<file path="src/common/build_config_pkg.sv">
// Instruction cache configuration types
package build_config_pkg;

  // maximum geometry the tag store is sized for
  localparam int unsigned MAX_SETS       = 64;
  localparam int unsigned MAX_WAYS       = 4;
  localparam int unsigned MAX_LINE_BYTES = 64;
  localparam int unsigned MIN_LINE_BYTES = 4;
  localparam int unsigned PLEN           = 32;

  typedef logic [15:0] byte_size_t;
  typedef logic [2:0]  assoc_t;
  typedef logic [7:0]  line_bytes_t;
  typedef logic [5:0]  width_t;

  typedef struct packed {
    byte_size_t  icache_byte_size;
    assoc_t      icache_set_assoc;
    line_bytes_t icache_line_width;
  } user_cfg_t;

  typedef struct packed {
    byte_size_t  icache_byte_size;
    assoc_t      icache_set_assoc;
    line_bytes_t icache_line_width;
    width_t      way_width;
    width_t      offset_width;
    width_t      index_width;
    width_t      tag_width;
  } cfg_t;

  // position of the highest set bit, zero for zero
  function automatic width_t log2_floor(input byte_size_t value);
    width_t result;
    result = '0;
    for (int i = 0; i < $bits(byte_size_t); i++) begin
      if (value[i]) begin
        result = width_t'(i);
      end
    end
    return result;
  endfunction

  // sets = bytes / (ways * line bytes), exact when both are powers of two
  function automatic byte_size_t set_count(input user_cfg_t ucfg);
    width_t shift;
    shift = log2_floor(byte_size_t'(ucfg.icache_set_assoc))
          + log2_floor(byte_size_t'(ucfg.icache_line_width));
    return ucfg.icache_byte_size >> shift;
  endfunction

  function automatic cfg_t build_config(input user_cfg_t ucfg);
    cfg_t cfg;
    cfg.icache_byte_size  = ucfg.icache_byte_size;
    cfg.icache_set_assoc  = ucfg.icache_set_assoc;
    cfg.icache_line_width = ucfg.icache_line_width;
    cfg.way_width         = log2_floor(byte_size_t'(ucfg.icache_set_assoc));
    cfg.offset_width      = log2_floor(byte_size_t'(ucfg.icache_line_width));
    cfg.index_width       = log2_floor(set_count(ucfg));
    cfg.tag_width         = width_t'(PLEN) - cfg.index_width - cfg.offset_width;
    return cfg;
  endfunction

  // 1 KiB, 2 ways, 16-byte lines
  localparam user_cfg_t DEFAULT_USER_CFG = '{
    icache_byte_size:  16'd1024,
    icache_set_assoc:  3'd2,
    icache_line_width: 8'd16
  };
  localparam cfg_t DEFAULT_CFG = build_config(DEFAULT_USER_CFG);

endpackage

</file>
<file path="src/design/cfg_builder.sv">
// Cache configuration register
`timescale 1ns/1ps

module cfg_builder (
  input  logic                         i_clk,
  input  logic                         i_rst_n,
  input  logic                         i_cfg_load,
  input  build_config_pkg::user_cfg_t  i_user_cfg,
  output build_config_pkg::cfg_t       o_cfg,
  output logic                         o_cfg_err,
  output logic                         o_cfg_new
);

  build_config_pkg::cfg_t     cfg_q;
  build_config_pkg::cfg_t     cfg_next;
  build_config_pkg::byte_size_t sets;
  logic                       ways_ok;
  logic                       line_ok;
  logic                       sets_ok;
  logic                       cfg_legal;

  function automatic logic is_pow2(input logic [15:0] value);
    return (value != 16'd0) && ((value & (value - 16'd1)) == 16'd0);
  endfunction

  assign cfg_next = build_config_pkg::build_config(i_user_cfg);
  assign sets     = build_config_pkg::set_count(i_user_cfg);

  // legality of the requested geometry
  assign ways_ok = is_pow2(16'(i_user_cfg.icache_set_assoc))
                && (i_user_cfg.icache_set_assoc <= build_config_pkg::MAX_WAYS);
  assign line_ok = is_pow2(16'(i_user_cfg.icache_line_width))
                && (i_user_cfg.icache_line_width >= build_config_pkg::MIN_LINE_BYTES)
                && (i_user_cfg.icache_line_width <= build_config_pkg::MAX_LINE_BYTES);
  assign sets_ok = (sets != '0) && (sets <= build_config_pkg::MAX_SETS);
  assign cfg_legal = ways_ok && line_ok && sets_ok;

  // lets the tag store flush on the same edge the new geometry lands
  assign o_cfg_new = i_cfg_load && cfg_legal;

  always_ff @(posedge i_clk or negedge i_rst_n) begin
    if (!i_rst_n) begin
      cfg_q     <= build_config_pkg::DEFAULT_CFG;
      o_cfg_err <= 1'b0;
    end else if (i_cfg_load) begin
      // error flag follows the most recent load
      o_cfg_err <= !cfg_legal;
      if (cfg_legal) begin
        cfg_q <= cfg_next;
      end
    end
  end

  assign o_cfg = cfg_q;

endmodule

</file>
<file path="config.mk">
export PLATFORM = sky130hd
export DESIGN_NAME = cfg_builder
export DESIGN_NICKNAME = d
export VERILOG_FILES = /design/src/common/build_config_pkg.sv /design/src/design/cfg_builder.sv
export SDC_FILE = /design/constraint.sdc
export NUM_CORES = 1
export LEC_CHECK = 0
export ABC_AREA = 1
export CAP_MARGIN = 10
export CELL_PAD_IN_SITES_DETAIL_PLACEMENT = 1
export CELL_PAD_IN_SITES_GLOBAL_PLACEMENT = 1
export CORE_ASPECT_RATIO = 0.8
export CORE_MARGIN = 2
export CORE_UTILIZATION = 48
export CTS_CLUSTER_DIAMETER = 120
export DETAILED_ROUTE_END_ITERATION = 8
export DONT_BUFFER_PORTS = 1
export PLACE_DENSITY_LB_ADDON = 0.15
export SLEW_MARGIN = 20
export SYNTH_ARGS = -nofsm -noshare
export SYNTH_HDL_FRONTEND = slang
export SYNTH_SLANG_ARGS = --single-unit
export TNS_END_PERCENT = 5
</file>
<file path="constraint.sdc">
create_clock -name i_clk -period 7.6 [get_ports i_clk]
set_input_delay 1.52 -clock i_clk [delete_from_list [all_inputs] [get_ports i_clk]]
set_output_delay 1.52 -clock i_clk [all_outputs]
set_load 0.02 [all_outputs]
</file>
==> flow_summary.yaml <==
yosys:
  ys_ff_latch: 42
  synth_top_family_by_area: "simple AND/OR/NAND/NOR gates"
  synthMuxAreaShare: 0
  syn_area_um2: 3040
  yosysSeqAreaShare: 0.351
  synthAdderAreaFrac: 0.0503
  synth-compound-area-share: 0.0972
  yosys.cell_types.count: 37
  synthXorXnorAreaFrac: 0.00865
  yosys_warnings: 0
  synth_top_area_share: 0.255
  syn_avg_cell_area_um2: 6.82
  ys.flop_type: "dfrtp_1"
  synth-edff-count: 0
  syn_inst: 445
  synthSimpleGateAreaFrac: 0.364
  async_flop_share: 1.00
  synth_area_leader_cell: "dfrtp_1"
  yosys-top-cells-area: "dfrtp_1, nand2_1, dfstp_2"
timing:
  hold_slack_ns: 0.529
  slew_violations: 0
  period_share: 0.884
  tns_ns: 0
  setup_slack_ns: 0.884
  rsz0062_at_grt: "false"
  min_period_ns: 6.72
  max_slew.worst_pin.slew_ns: 0.573
  finClkSkew_ns: 0
  fmaxAchievable_ghz: 0.149
  finalSetupViolCount: 0
  slew_headroom: 0.617
  finalHoldViolCount: 0
setup_path:
  cp-startpoint: "i_user_cfg[2]"
  r2r_slack_ns: 6.73
  cp.arrival_ns: 5.20
  r2r-start: "o_cfg[34]"
  start_kind: "input port"
  crit_type: "in2out"
  critPathCaptureType: "output pin"
  crit_fanout: 18
  cp-endpoint: "o_cfg_new"
  required_ns: 6.08
  r2r.worst_path.cells: 2
  reg2reg_to: "o_cfg[34]"
routing:
  viasPerCell: 5.42
  drc_errors: 0
  postRouteAntennaNets: 0
  drt_iter0_drc: 167
  wirelength_um: 8660
  avgRoutedWirePerCell_um: 16.6
  vias: 2826
  drt-pass1-iter-count: 5
global_route:
  grt_pass1_vias: 2828
  grt_max_degree: 61
  track_usage: 0.257
  grt_pass1_wl_um: 14200
  grt_overflow: 0
  antenna_found_initial: 0
placement:
  gp_congestion: 0.932
  post_dp_cell_area_um2: 3030
  post-place-cells: 513
  portBuffers: 0
  hpwl_um: 6860
  place_ws_ns: 0.976
pwr:
  ir_drop_mv: 0.114
  power.leakage_nw: 1.65
  power_density_nw_per_um2: 195
  finalPower_uw: 610
final_layout:
  fin_nets: 480
  fin_cells: 521
  drive_gt1_frac: 0.0909
  area_growth_syn_to_layout_pct: 3.05
  num_antenna_cells: 0
  final_cell_area_um2: 3130
  fin_util: 0.521
  fill_cells: 829
clock_network:
  hold_buffers: 0
  root_buffer: "clkbuf_8"
  cts_buffers: 5
  cts_resized: 0
  clk_path_buf_depth: 2
  clk_pin_slew_ns: 0.08
  cts_setup_buffers: 0
  clkLatencyLatePin_ns: 0.30
  clkSinkCount: 42
  cts_tree: "built"
  cts.htree.levels: 2
floorplan:
  initial_core_util: 0.506
  fp.dieH_um: 75.1
  die_area_um2: 6980
  die_w_um: 92.9
  rows: 25
  ioPinCount: 83
  core_um2: 6010
run_status:
  status: "complete, no violations"
min_path:
  hold_path_class: "reg2reg"
flow_run:
  cap_violations: 0
-- Yosys cell counts, drive strengths merged, types with 2 or more instances --
master / instances
inv: 63
o21ai: 43
ha: 9
nor2: 29
nand2: 154
fa: 2
dfstp: 11
xor2: 2
clkbuf: 3
nand3: 52
o211ai: 3
nand4: 3
buf: 20
nor3: 8
dfrtp: 31
a21oi: 3
-- cell type report --
type                       count  area, µm²  share of cell area
clock buffer                   5       68.8              0.0220
multi-input combinational    324       1610               0.515
timing repair buffer           2       15.0             0.00480
clock inverter                 3       26.3             0.00840
sequential                    42       1060               0.340
inverter                      64        240              0.0768
tap                           81        101              0.0324
-- state kept, by name, indices dropped and copies added (netlist names) --
register	flops
o_cfg	41
o_cfg_err	1
-- cell families (layout without fill, tap and decap cells) --
kind of cell | count (synthesis) | after routing
other | 1 | 9
adders and majority gates | 11 | 11
AOI/OAI and AO/OA | 54 | 54
DFF | 42 | 42
buffers and inverters | 87 | 74
xor gates and xnor gates | 3 | 3
and+or+nand+nor | 247 | 247
-- cell usage in the layout (no fill, tap or decap), drive strengths merged --
master | Yosys | final
clkinv | 1 | 1
o211ai | 3 | 3
dfrtp | 31 | 31
buf | 20 | 2
fa | 2 | 2
xor2 | 2 | 2
a31oi | 1 | 1
o2111a | 1 | 1
ha | 9 | 9
nor4 | 1 | 1
o22ai | 1 | 1
xnor2 | 1 | 1
o21a | 1 | 1
nand4 | 3 | 3
nor2 | 29 | 29
a21oi | 3 | 3
clkbuf | 3 | 5
nand3 | 52 | 52
nand2 | 154 | 154
o21ai | 43 | 43
dfstp | 11 | 11
nor3 | 8 | 8
conb | 1 | 9
a21o | 1 | 1
inv | 63 | 66
-- worst min-delay path by stage --
stage / startpoint / endpoint / slack [ns] / depth (start not counted)
5_1_grt: o_cfg[1] / o_cfg[1] / 0.54 / 2
3_3_place_gp: o_cfg[1] / o_cfg[1] / 0.52 / 2
2_1_floorplan: o_cfg[0] / o_cfg[0] / 0.50 / 2
4_1_cts: o_cfg[8] / o_cfg[8] / 0.53 / 2
3_5_place_dp: o_cfg[8] / o_cfg[8] / 0.52 / 2
6_report: o_cfg[8] / o_cfg[8] / 0.53 / 2
-- critical path, cell delays in order --
cell	delay (ns)
inv_2	0.05
nand2_1	0.05
nand2_1	0.05
nand2_1	0.07
nand2_2	0.09
nand2_4	0.07
nand2_4	0.09
ha_1	0.18
inv_1	0.06
fa_1	0.82
clkinv_1	0.56
o21ai_0	0.45
nand2_1	0.09
o21ai_0	0.34
nor3_1	0.14
nand2_1	0.16
nand4_4	0.12
inv_2	0.28
-- per-layer routing --
| layer | GRT usage | wire [µm] | vias to the layer above |
|---|---|---|---|
| li1 | - | - | 1380 |
| met4 | 0.0310 | 52 | 0 |
| met3 | 0.0721 | 593 | 8 |
| met1 | 0.347 | 4040 | 1359 |
| met2 | 0.432 | 3970 | 79 |
| met5 | 0 | 0 | - |
-- where the power goes --
group	switching (mW)	internal [mW]	total (mW)
Combinational	0.144	0.0679	0.212
Sequential	0.00945	0.229	0.239
Clock	0.0912	0.0684	0.160
Total	0.244	0.366	0.610
Note: power is estimated with default switching activity, not from simulation.
