$ cat src/common/build_config_pkg.sv
// Instruction cache configuration types
package build_config_pkg;

  // maximum geometry the tag store is sized for
  localparam int unsigned MAX_SETS       = 64;
  localparam int unsigned MAX_WAYS       = 4;
  localparam int unsigned MAX_LINE_BYTES = 64;
  localparam int unsigned MIN_LINE_BYTES = 4;
  localparam int unsigned PLEN           = 32;

  typedef logic [15:0] byte_size_t;
  typedef logic [2:0]  assoc_t;
  typedef logic [7:0]  line_bytes_t;
  typedef logic [5:0]  width_t;

  typedef struct packed {
    byte_size_t  icache_byte_size;
    assoc_t      icache_set_assoc;
    line_bytes_t icache_line_width;
  } user_cfg_t;

  typedef struct packed {
    byte_size_t  icache_byte_size;
    assoc_t      icache_set_assoc;
    line_bytes_t icache_line_width;
    width_t      way_width;
    width_t      offset_width;
    width_t      index_width;
    width_t      tag_width;
  } cfg_t;

  // position of the highest set bit, zero for zero
  function automatic width_t log2_floor(input byte_size_t value);
    width_t result;
    result = '0;
    for (int i = 0; i < $bits(byte_size_t); i++) begin
      if (value[i]) begin
        result = width_t'(i);
      end
    end
    return result;
  endfunction

  // sets = bytes / (ways * line bytes), exact when both are powers of two
  function automatic byte_size_t set_count(input user_cfg_t ucfg);
    width_t shift;
    shift = log2_floor(byte_size_t'(ucfg.icache_set_assoc))
          + log2_floor(byte_size_t'(ucfg.icache_line_width));
    return ucfg.icache_byte_size >> shift;
  endfunction

  function automatic cfg_t build_config(input user_cfg_t ucfg);
    cfg_t cfg;
    cfg.icache_byte_size  = ucfg.icache_byte_size;
    cfg.icache_set_assoc  = ucfg.icache_set_assoc;
    cfg.icache_line_width = ucfg.icache_line_width;
    cfg.way_width         = log2_floor(byte_size_t'(ucfg.icache_set_assoc));
    cfg.offset_width      = log2_floor(byte_size_t'(ucfg.icache_line_width));
    cfg.index_width       = log2_floor(set_count(ucfg));
    cfg.tag_width         = width_t'(PLEN) - cfg.index_width - cfg.offset_width;
    return cfg;
  endfunction

  // 1 KiB, 2 ways, 16-byte lines
  localparam user_cfg_t DEFAULT_USER_CFG = '{
    icache_byte_size:  16'd1024,
    icache_set_assoc:  3'd2,
    icache_line_width: 8'd16
  };
  localparam cfg_t DEFAULT_CFG = build_config(DEFAULT_USER_CFG);

endpackage

$ cat src/common/fetch_pkg.sv
// Fetch path types
package fetch_pkg;

  localparam int unsigned IBUF_DEPTH = 4;

  // physical address and pc
  typedef logic [build_config_pkg::PLEN-1:0] paddr_t;

  // widest possible tag, upper bits zero for shorter tags
  typedef logic [31:0] tag_t;

  // set index and way select at maximum geometry
  typedef logic [$clog2(build_config_pkg::MAX_SETS)-1:0] idx_t;
  typedef logic [$clog2(build_config_pkg::MAX_WAYS)-1:0] way_t;

  // queue pointers and occupancy
  typedef logic [$clog2(IBUF_DEPTH)-1:0]   ibuf_ptr_t;
  typedef logic [$clog2(IBUF_DEPTH+1)-1:0] ibuf_cnt_t;

  typedef struct packed {
    paddr_t pc;
    paddr_t pred_npc;
  } fetch_req_t;

  typedef struct packed {
    logic   slot_valid;
    paddr_t pc;
    paddr_t pred_npc;
    way_t   way;
  } ibuf_entry_t;

endpackage

$ cat src/ibuf/inst_buffer.sv
// Instruction buffer queue
`timescale 1ns/1ps

module inst_buffer (
  input  logic                    i_clk,
  input  logic                    i_rst_n,
  input  logic                    i_push,
  input  fetch_pkg::ibuf_entry_t  i_entry,
  input  logic                    i_pop,
  output fetch_pkg::ibuf_entry_t  o_head,
  output logic                    o_full,
  output logic                    o_empty,
  output logic                    o_drop
);

  localparam int unsigned DEPTH = fetch_pkg::IBUF_DEPTH;

  fetch_pkg::ibuf_entry_t mem_q [DEPTH];
  fetch_pkg::ibuf_ptr_t   wr_ptr_q;
  fetch_pkg::ibuf_ptr_t   rd_ptr_q;
  fetch_pkg::ibuf_cnt_t   count_q;
  logic                   pop_ok;
  logic                   push_ok;

  assign o_full  = (count_q == fetch_pkg::ibuf_cnt_t'(DEPTH));
  assign o_empty = (count_q == '0);

  // a pop on a full queue makes room for the push in the same cycle
  assign pop_ok  = i_pop && !o_empty;
  assign push_ok = i_push && (!o_full || pop_ok);
  assign o_drop  = i_push && !push_ok;

  always_ff @(posedge i_clk or negedge i_rst_n) begin
    if (!i_rst_n) begin
      wr_ptr_q <= '0;
      rd_ptr_q <= '0;
      count_q  <= '0;
    end else begin
      if (push_ok) begin
        wr_ptr_q <= wr_ptr_q + 1'b1;
      end
      if (pop_ok) begin
        rd_ptr_q <= rd_ptr_q + 1'b1;
      end
      case ({push_ok, pop_ok})
        2'b10:   count_q <= count_q + 1'b1;
        2'b01:   count_q <= count_q - 1'b1;
        default: count_q <= count_q;
      endcase
    end
  end

  always_ff @(posedge i_clk) begin
    if (push_ok) begin
      mem_q[wr_ptr_q] <= i_entry;
    end
  end

  // empty slots never show stale contents
  assign o_head = o_empty ? '0 : mem_q[rd_ptr_q];

endmodule

$ cat config.mk
export PLATFORM = sky130hd
export DESIGN_NAME = inst_buffer
export DESIGN_NICKNAME = d
export VERILOG_FILES = /design/src/common/build_config_pkg.sv /design/src/common/fetch_pkg.sv /design/src/ibuf/inst_buffer.sv
export SDC_FILE = /design/constraint.sdc
export NUM_CORES = 1
export LEC_CHECK = 0
export BUFFER_PORTS_ARGS = -buffer_cell sky130_fd_sc_hd__buf_2
export CAP_MARGIN = 20
export CORE_ASPECT_RATIO = 2
export CORE_UTILIZATION = 52
export CTS_CLUSTER_DIAMETER = 50
export DETAILED_ROUTE_END_ITERATION = 10
export PLACE_DENSITY_LB_ADDON = 0.08
export SYNTH_ARGS = -nofsm -noshare
export SYNTH_HDL_FRONTEND = slang
export SYNTH_SLANG_ARGS = --single-unit
export TNS_END_PERCENT = 50
$ cat constraint.sdc
create_clock -name i_clk -period 2.8 [get_ports i_clk]
set_input_delay 0.14 -clock i_clk [delete_from_list [all_inputs] [get_ports i_clk]]
set_output_delay 0.14 -clock i_clk [all_outputs]
set_load 0.05 [all_outputs]
==> results.json <==
{
  "post_cts_buffers": 0,
  "async_reset_ff_share_pct": 2.55,
  "numCtsBuffers": 24,
  "n_antenna_cell": 0,
  "run_status": "completed",
  "ant_nets": 0,
  "cts_resized": 0,
  "finalCritPeriodShare_pct": 92.1,
  "grt-ovfl-total": 0,
  "die_area_um2": 21100,
  "dp_hpwl_mm": 12.5,
  "io-pin-count": 141,
  "slew_violations": 0,
  "cp-end-kind": "output port",
  "p_per_area_nw_per_um2": 1210,
  "tightest_slew_ns": 0.732,
  "final_cell_mix": "edfxtp_1 (268), buf_2 (140), dlygate4sd3_1 (70), and2_1 (69), mux4_2 (67)",
  "ctsHtreeMaxLevel": 1,
  "fp.dieH_um": 204,
  "grt_setup_unrepaired": "false",
  "synth-edff-count": 268,
  "vias": 5418,
  "drv_cap": 0,
  "layout_commonest_cell": "edfxtp_1",
  "syn_to_final_growth_pct": 23.5,
  "nNetsFinal": 783,
  "syn-instance-count": 480,
  "viasPerCell": 5.49,
  "utilization_pct": 65.7,
  "timing.final.crit_period_ns": 2.58,
  "crit_type": "reg2out",
  "avgSynthCellArea_um2": 22.2,
  "synthFlopType": "edfxtp_1",
  "p_leak_nw": 4.61,
  "slew_headroom_pct": 51.2,
  "synth-simple-area-share_pct": 5.07,
  "die_x_um": 103,
  "design_area_um2": 13100,
  "muxShareOfSynthArea_pct": 14.3,
  "grt_max_degree": 70,
  "vdd_drop_max_mv": 0.865,
  "grt_antenna_before_repair": 0,
  "cts_tree": "done",
  "drive_gt1_share_pct": 36.7,
  "grt_pass1_vias": 6068,
  "setup_violations": 0,
  "seq_area_um2": 8230,
  "wl_mm": 20.7,
  "num_rows": 73,
  "multiInputGateArea_um2": 2250,
  "synthAdderAreaFrac_pct": 0.659,
  "synth_warnings": 0,
  "gp_congestion": 0.723,
  "fill_cells": 1365,
  "synth_compound_gate_area_share_pct": 0.624,
  "place_ws_ns": 0.577,
  "hp-class": "in2reg",
  "cts_sinks": 275,
  "finClkSkew_ns": 0.0138,
  "drc": 0,
  "dpl-instance-area_um2": 11700,
  "initial_core_util_pct": 53.2,
  "clk_latency_ns": 0.52,
  "worstSetupStartpointType": "flop",
  "core_um2": 20000,
  "first_iter_violations": 188,
  "synth.cell_area_um2": 10600,
  "wl_per_cell_um": 21.0,
  "yosysSeqAreaShare_pct": 77.3,
  "cp_max_fo": 44,
  "fin_hold_ws_ns": 0.105,
  "hold_buffers": 70,
  "port_buffers": 140,
  "yosysUniqueCellTypes": 32,
  "worstPathArrival_ns": 2.44,
  "cts_max_path_buffers": 3,
  "ys_ff_latch": 275,
  "drt_first_pass_iters": 4,
  "grt_usage_pct": 20.7,
  "clockRootBuffer": "clkbuf_16",
  "clkTransAtPathRegs_ns": 0.06,
  "synth_top_family_by_area": "multiplexers",
  "cp.required_ns": 2.66,
  "hold_viol": 0,
  "synth_fp_nets": 556,
  "synthXorXnorAreaFrac_pct": 0.412,
  "fin_ws_ns": 0.222,
  "grt_pass1_wl_mm": 32.1,
  "max_clock_freq_mhz": 388
}
[layout make-up]
class	count	area share, %
Tap cell	262	2.50
Inverter	5	0.143
Clock inverter	13	0.457
Timing Repair Buffer	227	12.2
Clock buffer	30	4.91
Multi-Input combinational cell	174	17.1
Sequential cell	275	62.7
[synth_stat cells (2+ instances only)]
library cell,instances,share of area (%)
edfxtp_1,268,76
and2_1,73,4.3
mux4_2,67,14
buf_2,11,0.52
clkbuf_1,11,0.39
dfrtp_1,7,1.6
inv_1,5,0.18
ha_1,4,0.47
nor2b_1,3,0.18
xnor2_1,3,0.25
buf_12,2,0.38
nand2_1,2,0.071
nand3_1,2,0.094
nor2_1,2,0.071
o22ai_1,2,0.12
xor2_1,2,0.16
[sequential cells by signal, indices dropped and copies added, names as in the netlist]
register and count:
count_q 3, wr_ptr_q 2, rd_ptr_q 2, mem_q 268
[cells by family (layout without fill, tap and decap cells)]
| kind of cell | count (synthesis) | count (layout) |
|---|---|---|
| xor+xnor | 5 | 5 |
| simple gates | 87 | 87 |
| buf+inv | 31 | 275 |
| mux | 68 | 68 |
| fa+ha+maj | 5 | 5 |
| flops | 275 | 275 |
| compound gates | 9 | 9 |
[final timing paths]
check / end / cells past startpoint / slack (ns) / from
worst max register to register: count_q[1] / 7 / 0.56 / count_q[0]
min in group asynchronous: rd_ptr_q[0] / 3 / 0.60 / i_rst_n
worst max-delay path: o_head[16] / 4 / 0.22 / rd_ptr_q[1]
worst min-delay path: count_q[0] / 3 / 0.10 / i_push
max in group asynchronous: rd_ptr_q[1] / 3 / 1.89 / i_rst_n
worst min register to register: wr_ptr_q[1] / 1 / 0.59 / wr_ptr_q[1]
[critical path, stage by stage, from the launching register on]
cell and delay, ns:
dfrtp_4 0.91, buf_4 0.31, mux4_2 0.29, and2_1 0.18
buf_2 0.21
[routing by layer]
metal,vias up,GRT usage [%],share of wire (%)
met5,-,0,0
met4,0,6.94,2.4
met3,40,2.94,4.4
met2,162,37.8,55
met1,2824,24.7,38
li1,2392,-,-
[through the flow]
step | cells | setup TNS (ns) | total power [mW]
after floorplan | 480 | -14.87 | 11.2
after global placement | 873 | 0 | 12.8
after detailed placement | 873 | 0 | 13.0
after CTS | 986 | 0 | 16.0
after global routing | 986 | 0 | 16.6
final | 986 | 0 | 15.8
[power by group]
group	internal, mW	switching [mW]	total [mW]
sequential	5.42	0.449	5.87
clock	1.63	1.38	3.01
combinational	2.34	4.62	6.96
total	9.39	6.45	15.8
(Power assumes the default switching activity.)
